`config.mk`:
```
export PLATFORM = sky130hd
export DESIGN_NAME = correlator_top
export DESIGN_NICKNAME = d
export VERILOG_FILES = /design/src/rtl/corr_pkg.sv /design/src/rtl/tap_bus_if.sv /design/src/rtl/sample_delay_bank.sv /design/src/rtl/correlator_array.sv /design/src/rtl/count_readout.sv /design/src/rtl/correlator_top.sv
export SDC_FILE = /design/constraint.sdc
export NUM_CORES = 1
export LEC_CHECK = 0
export ABC_AREA = 0
export BUFFER_PORTS_ARGS = -buffer_cell sky130_fd_sc_hd__clkbuf_2
export CORE_MARGIN = 1
export CORE_UTILIZATION = 60
export CTS_BUF_LIST = sky130_fd_sc_hd__clkbuf_16
export DETAILED_ROUTE_END_ITERATION = 7
export GPL_TIMING_DRIVEN = 0
export MAX_ROUTING_LAYER = met4
export PLACE_DENSITY_LB_ADDON = 0.15
export RECOVER_POWER = 50
export SYNTH_ARGS = -nofsm -noshare
export SYNTH_HDL_FRONTEND = slang
export SYNTH_SLANG_ARGS = --single-unit
```
`constraint.sdc`:
```
create_clock -name clk -period 5.1 [get_ports clk]
set_input_delay 0.255 -clock clk [delete_from_list [all_inputs] [get_ports clk]]
set_output_delay 0.255 -clock clk [all_outputs]
set_load 0.01 [all_outputs]
```
`src/rtl/corr_pkg.sv`:
```
// accumulation mode enum, readout state enum and baseline count function
package corr_pkg;

	// how a fresh sample of the leading input of a baseline is counted
	typedef enum logic {
		mode_cumulative = 1'b0, // every fresh sample counts
		mode_transition = 1'b1  // only a sample that differs from the previous one
	} accum_mode_e;

	// readout sequencer
	typedef enum logic {
		rd_idle = 1'b0,
		rd_send = 1'b1
	} readout_state_e;

	// number of baselines (pairs i<j) for n inputs
	//
	// baseline index b walks the pairs with i outer and j inner
	// four inputs give (0,1) (0,2) (0,3) (1,2) (1,3) (2,3)
	// b = i*n - i*(i+1)/2 + (j-i-1)
	function automatic int baseline_count(input int n);
		return n * (n - 1) / 2;
	endfunction

endpackage

```
`src/rtl/tap_bus_if.sv`:
```
// delay line taps, fresh and changed flags and registered enable
`timescale 1ns/100ps

interface tap_bus_if #(
	parameter int NUM_INPUTS = 4,
	parameter int LAGS       = 3
);
	logic [LAGS:0]           taps [NUM_INPUTS]; // bit 0 is newest sample
	logic [NUM_INPUTS-1:0]   fresh;             // one cycle after a shift
	logic [NUM_INPUTS-1:0]   changed;           // tap 0 differs from tap 1
	logic                    enable_q;

	modport source (
		output taps, fresh, changed, enable_q
	);

	modport sink (
		input taps, fresh, changed, enable_q
	);

endinterface

```
`src/rtl/sample_delay_bank.sv`:
```
// strobed per-input shift registers with fresh and changed flags
`timescale 1ns/100ps

module sample_delay_bank #(
	parameter int NUM_INPUTS = 4,
	parameter int LAGS       = 3
) (
	input  logic                  clk,
	input  logic                  reset,
	input  logic [NUM_INPUTS-1:0] samples,
	input  logic [NUM_INPUTS-1:0] sample_strobe,
	input  logic                  enable,
	tap_bus_if.source             taps
);

	always_ff @(posedge clk) begin
		if (!reset) begin
			taps.fresh    <= '0;
			taps.changed  <= '0;
			taps.enable_q <= 1'b0;
			for (int n = 0; n < NUM_INPUTS; n++) begin
				taps.taps[n] <= '0;
			end
		end else begin
			taps.enable_q <= enable; // lines up with fresh for the array
			for (int n = 0; n < NUM_INPUTS; n++) begin
				taps.fresh[n]   <= sample_strobe[n];
				taps.changed[n] <= sample_strobe[n] & (samples[n] ^ taps.taps[n][0]);
				if (sample_strobe[n]) begin
					taps.taps[n] <= {taps.taps[n][LAGS-1:0], samples[n]};
				end
			end
		end
	end

endmodule

```
`src/rtl/correlator_array.sv`:
```
// per-baseline and per-lag real and imaginary agreement counters
`timescale 1ns/100ps

module correlator_array #(
	parameter int NUM_INPUTS  = 4,
	parameter int LAGS        = 3,
	parameter int COUNT_WIDTH = 8
) (
	input  logic                    clk,
	input  logic                    reset,
	input  logic                    clear,
	input  corr_pkg::accum_mode_e   mode,
	tap_bus_if.sink                 taps,
	output logic [COUNT_WIDTH-1:0]  real_counts [corr_pkg::baseline_count(NUM_INPUTS)][LAGS],
	output logic [COUNT_WIDTH-1:0]  imag_counts [corr_pkg::baseline_count(NUM_INPUTS)][LAGS]
);
	import corr_pkg::*;

	localparam logic [COUNT_WIDTH-1:0] FULL_SCALE = '1;

	// a fresh sample on input n is counted for every baseline it leads
	logic [NUM_INPUTS-1:0] lead_hit;

	always_comb begin
		for (int n = 0; n < NUM_INPUTS; n++) begin
			lead_hit[n] = taps.fresh[n] && taps.enable_q &&
				(mode == mode_cumulative || taps.changed[n]);
		end
	end

	for (genvar i = 0; i < NUM_INPUTS - 1; i++) begin : g_lead
		for (genvar j = i + 1; j < NUM_INPUTS; j++) begin : g_partner
			localparam int B = i * NUM_INPUTS - i * (i + 1) / 2 + (j - i - 1);

			for (genvar k = 0; k < LAGS; k++) begin : g_lag
				logic                   agree_re;
				logic                   agree_im;
				logic                   frozen;
				logic [COUNT_WIDTH-1:0] re_q;
				logic [COUNT_WIDTH-1:0] im_q;

				assign agree_re = ~(taps.taps[i][0] ^ taps.taps[j][k]);
				assign agree_im = ~(taps.taps[i][0] ^ taps.taps[j][k+1]); // quarter step
				assign frozen   = (re_q == FULL_SCALE) || (im_q == FULL_SCALE);

				always_ff @(posedge clk) begin
					if (!reset || clear) begin
						re_q <= '0;
						im_q <= '0;
					end else if (lead_hit[i] && !frozen) begin
						// both counts stop together once either saturates
						re_q <= re_q + COUNT_WIDTH'(agree_re);
						im_q <= im_q + COUNT_WIDTH'(agree_im);
					end
				end

				assign real_counts[B][k] = re_q;
				assign imag_counts[B][k] = im_q;
			end
		end
	end

endmodule

```
`src/rtl/count_readout.sv`:
```
// sequencer streaming real and imaginary counts one word per cycle
`timescale 1ns/100ps

module count_readout #(
	parameter int NUM_INPUTS  = 4,
	parameter int LAGS        = 3,
	parameter int COUNT_WIDTH = 8
) (
	input  logic                    clk,
	input  logic                    reset,
	input  logic                    read,
	input  logic [COUNT_WIDTH-1:0]  real_counts [corr_pkg::baseline_count(NUM_INPUTS)][LAGS],
	input  logic [COUNT_WIDTH-1:0]  imag_counts [corr_pkg::baseline_count(NUM_INPUTS)][LAGS],
	output logic [COUNT_WIDTH-1:0]  count_out,
	output logic                    count_valid,
	output logic                    count_last,
	output logic                    busy
);
	import corr_pkg::*;

	localparam int NUM_BASELINES = baseline_count(NUM_INPUTS);
	localparam int BW = (NUM_BASELINES > 1) ? $clog2(NUM_BASELINES) : 1;
	localparam int LW = (LAGS > 1) ? $clog2(LAGS) : 1;

	readout_state_e  state;
	logic [BW-1:0]   bl_idx;
	logic [LW-1:0]   lag_idx;
	logic            imag_sel; // second word of a real/imag pair
	logic            last_word;

	assign last_word = (bl_idx == BW'(NUM_BASELINES - 1)) &&
		(lag_idx == LW'(LAGS - 1)) && imag_sel;

	always_ff @(posedge clk) begin
		if (!reset) begin
			state    <= rd_idle;
			bl_idx   <= '0;
			lag_idx  <= '0;
			imag_sel <= 1'b0;
		end else begin
			case (state)
				rd_idle: if (read) begin // read while sending is ignored
					state    <= rd_send;
					bl_idx   <= '0;
					lag_idx  <= '0;
					imag_sel <= 1'b0;
				end
				rd_send: begin
					imag_sel <= ~imag_sel;
					if (last_word) begin
						state <= rd_idle;
					end else if (imag_sel) begin
						if (lag_idx == LW'(LAGS - 1)) begin
							lag_idx <= '0;
							bl_idx  <= bl_idx + 1'b1;
						end else begin
							lag_idx <= lag_idx + 1'b1;
						end
					end
				end
				default: state <= rd_idle;
			endcase
		end
	end

	// live values with no snapshot
	assign count_out   = imag_sel ? imag_counts[bl_idx][lag_idx] : real_counts[bl_idx][lag_idx];
	assign count_valid = (state == rd_send);
	assign count_last  = (state == rd_send) && last_word;
	assign busy        = (state == rd_send);

endmodule

```
`src/rtl/correlator_top.sv`:
```
// one-bit correlator top level with delay bank, counter array and serial readout
`timescale 1ns/100ps

module correlator_top #(
	parameter int NUM_INPUTS  = 4,
	parameter int LAGS        = 3,
	parameter int COUNT_WIDTH = 8
) (
	input  logic                   clk,
	input  logic                   reset,
	input  logic [NUM_INPUTS-1:0]  samples,
	input  logic [NUM_INPUTS-1:0]  sample_strobe,
	input  logic                   enable,
	input  logic                   clear,
	input  corr_pkg::accum_mode_e  mode,
	input  logic                   read,
	output logic [COUNT_WIDTH-1:0] count_out,
	output logic                   count_valid,
	output logic                   count_last,
	output logic                   busy
);
	import corr_pkg::*;

	localparam int NUM_BASELINES = baseline_count(NUM_INPUTS);

	logic [COUNT_WIDTH-1:0] real_counts [NUM_BASELINES][LAGS];
	logic [COUNT_WIDTH-1:0] imag_counts [NUM_BASELINES][LAGS];

	tap_bus_if #(
		.NUM_INPUTS (NUM_INPUTS),
		.LAGS       (LAGS)
	) tap_bus ();

	sample_delay_bank #(
		.NUM_INPUTS (NUM_INPUTS),
		.LAGS       (LAGS)
	) u_delay_bank (
		.clk           (clk),
		.reset         (reset),
		.samples       (samples),
		.sample_strobe (sample_strobe),
		.enable        (enable),
		.taps          (tap_bus.source)
	);

	correlator_array #(
		.NUM_INPUTS  (NUM_INPUTS),
		.LAGS        (LAGS),
		.COUNT_WIDTH (COUNT_WIDTH)
	) u_array (
		.clk         (clk),
		.reset       (reset),
		.clear       (clear),
		.mode        (mode),
		.taps        (tap_bus.sink),
		.real_counts (real_counts),
		.imag_counts (imag_counts)
	);

	count_readout #(
		.NUM_INPUTS  (NUM_INPUTS),
		.LAGS        (LAGS),
		.COUNT_WIDTH (COUNT_WIDTH)
	) u_readout (
		.clk         (clk),
		.reset       (reset),
		.read        (read),
		.real_counts (real_counts),
		.imag_counts (imag_counts),
		.count_out   (count_out),
		.count_valid (count_valid),
		.count_last  (count_last),
		.busy        (busy)
	);

endmodule

```
==> impl_metrics.tcl <==
set metrics [dict create \
    status "completed" \
    end_kind "primary output" \
    p_int_mw 3.96 \
    syn_inst 2076 \
    synth_top_cell_by_area "dfxtp_1" \
    ant_nets 0 \
    fin_ws_ps 1430 \
    synthesis.area_um2 17900 \
    num_vias 17700 \
    die_w_um 175 \
    routed_via_density 6.93 \
    synth_edf_count 0 \
    die_area_um2 30600 \
    grt_pass1_vias 16000 \
    seq_power_share 0.472 \
    worstMarginPinSlew_ps 1190 \
    ios 25 \
    skew_ps 24.5 \
    max_slew_margin 0.208 \
    post-route-util 0.676 \
    synth_top_area_share 0.352 \
    antenna_found_initial 0 \
    clk_pin_slew_ps 60 \
    avgSynthCellArea_um2 8.64 \
    leakage_nw 7.08 \
    ir_worst_vdd_v 0.000292 \
    place_congestion 1.09 \
    numCtsBuffers 37 \
    hold_path.class "in2reg" \
    route.detailed.drc 0 \
    start_util 0.617 \
    synth_cell_types 59 \
    cts_resized 0 \
    setup_viol 0 \
    slew_viol_final 0 \
    fin_crit_sh 0.719 \
    ff2ff_path_depth 8 \
    critPathRequiredTime_ps 4850 \
    diodes 0 \
    grt_pass1_wl_um 94800 \
    dp_hpwl_um 46800 \
    final_cell_mix "dfxtp_1 (315), nand2_1 (267), nand3_1 (174)" \
    stdcell_area_um2 19700 \
    netlist_top_cells_area "dfxtp_1 (35%), nand2_1 (5.6%), mux2i_1 (5.2%)" \
    placed_area_um2 18500 \
    place_ws_ps 1510 \
    clkLatencyLatePin_ps 540 \
    reg2reg_to "u_array.g_lead[0].g_partner[3].g_lag[1].im_q[6]" \
    crit_type "reg2out" \
    holdCritStartpoint "samples[1]" \
    fmax_ghz 0.273 \
    wl_per_cell_um 24.7 \
    seq_area_frac_synth 0.352 \
    powerDensity_nw_per_um2 267 \
    min_to "u_delay_bank.taps.taps[8]" \
    synth_async_sr_flop_share 0 \
    fin_nets 2227 \
    r2r-start "u_delay_bank.taps.taps[12]" \
    first_iter_violations 2166 \
    synthFlopType "dfxtp_1" \
    holdPathStages 3 \
    syn_nets 2164 \
    cts_buffer_depth 3 \
    cp.arrival_ps 3410 \
    io_buffers 21 \
    finalWirelength_um 63000 \
    path_max_fanout 10 \
    mostFrequentLayoutCell "dfxtp_1" \
    clockPowerShare 0.477 \
    fin_crit_ps 3670 \
    grt_max_degree 13 \
    final_layout_size_suffix_gt1_frac 0.0845 \
    rsz0062_at_grt "no" \
    drtPass1Iterations 8 \
    fillers 2458 \
    cts_sinks 315 \
    cap_violations 0 \
    ys_warn_count 0 \
    cp-start-kind "flip-flop" \
    p_comb_frac 0.051 \
    holdWs_ps 18.4 \
    tns_ps 0 \
    track_usage 0.421 \
    r2r_slack_ps 1960 \
    ys_ff_latch 315 \
    core_um2 29100 \
    root_buffer "clkbuf_16" \
    finalHoldViolCount 0 \
    core.rowCount 62 \
    area_growth_pct 9.63 \
    netSwitchingPower_mw 1.29 \
    switching_share 0.245 \
    die_h_um 175 \
    cts_tree "yes" \
    overflow 0 \
    cts-htree-levels 2 \
]
[state kept, by name, summed over array words and instances (netlist names)]
| name | cells |
|---|---|
| u_array.g_lead.g_partner.g_lag.im_q | 144 |
| u_array.g_lead.g_partner.g_lag.re_q | 144 |
| u_delay_bank.taps.changed | 3 |
| u_delay_bank.taps.enable_q | 1 |
| u_delay_bank.taps.fresh | 3 |
| u_delay_bank.taps.taps | 13 |
| u_readout.bl_idx | 3 |
| u_readout.busy | 1 |
| u_readout.imag_sel | 1 |
| u_readout.lag_idx | 2 |
[synth_stat cells (36+ instances only)]
| cell type | count |
|---|---|
| or4_1 | 89 |
| mux4_2 | 40 |
| a21oi_1 | 111 |
| nor2_1 | 136 |
| mux2i_1 | 94 |
| nand2_1 | 267 |
| and3_1 | 50 |
| dfxtp_1 | 315 |
| or3_1 | 36 |
| nand4_1 | 69 |
| o211ai_1 | 94 |
| ha_1 | 74 |
| o21ai_0 | 49 |
| nand3_1 | 174 |
| and4_1 | 42 |
| clkbuf_1 | 77 |
| xor2_1 | 49 |
[per-layer routing]
layer,vias to the layer above,track usage,routed length (um)
met5,-,-,0
met4,0,0.233,4070
met3,217,0.0729,6570
met2,1093,0.638,27500
met1,8376,0.532,24800
li1,7983,-,-
[metrics by stage]
step / power [mW] / instances
after floorplan: 2.68 / 2076
after global placement: 2.79 / 2481
after detailed placement: 2.79 / 2481
after CTS: 5.25 / 2549
after global routing: 5.37 / 2549
final: 5.25 / 2549
[worst max-delay path by stage]
stage                                     from                                         endpoint  depth (start not counted)
floorplan           u_delay_bank.taps.taps[12]  u_array.g_lead[0].g_partner[2].g_lag[1].im_q[6]                          8
global placement                         reset  u_array.g_lead[0].g_partner[1].g_lag[2].re_q[7]                          7
detailed placement                       reset  u_array.g_lead[2].g_partner[3].g_lag[2].im_q[7]                          7
CTS                        u_readout.bl_idx[1]                                     count_out[3]                          7
global route               u_readout.bl_idx[1]                                     count_out[7]                          7
finish                     u_readout.bl_idx[1]                                     count_out[4]                          7
[critical path, cell delays in order (launching register included)]
cell	delay, ps
dfxtp_1	340
buf_2	270
buf_2	310
clkbuf_1	560
mux4_2	490
a221oi_1	450
o32ai_1	250
clkbuf_2	190
[cells by family after synthesis]
logic type | after synthesis | share of synthesized area
AO/OA/AOI/OAI | 369 | 0.139
XOR/XNOR | 84 | 0.0410
adder cells (fa/ha/maj) | 74 | 0.0516
buffers and inverters | 153 | 0.0367
flip-flops | 315 | 0.352
multiplexers | 145 | 0.110
AND/OR/NAND/NOR | 936 | 0.271
[area by class of cell]
class | count | area (um^2) | area share
buffer | 136 | 591 | 0.0300
clock buffer | 39 | 976 | 0.0496
clock inverter | 26 | 143 | 0.00725
inverter | 17 | 63.8 | 0.00324
multi-input combinational | 1608 | 11000 | 0.558
sequential | 315 | 6310 | 0.321
tap | 384 | 480 | 0.0244
timing repair buffer | 24 | 131 | 0.00668
[what timing repair did]
item,in CTS,in global routing
hold endpoints to repair,3,0
hold buffers,3,0
buffers inserted,0,0
[power by group through the flow]
stage	Sequential, mW	Clock, mW	Combinational, mW
floorplan	2.53	0	0.148
global placement	2.53	0	0.252
detailed placement	2.53	0	0.255
CTS	2.48	2.51	0.258
global route	2.48	2.61	0.279
finish	2.48	2.50	0.266
No activity file was read; power rests on OpenSTA's default activity.
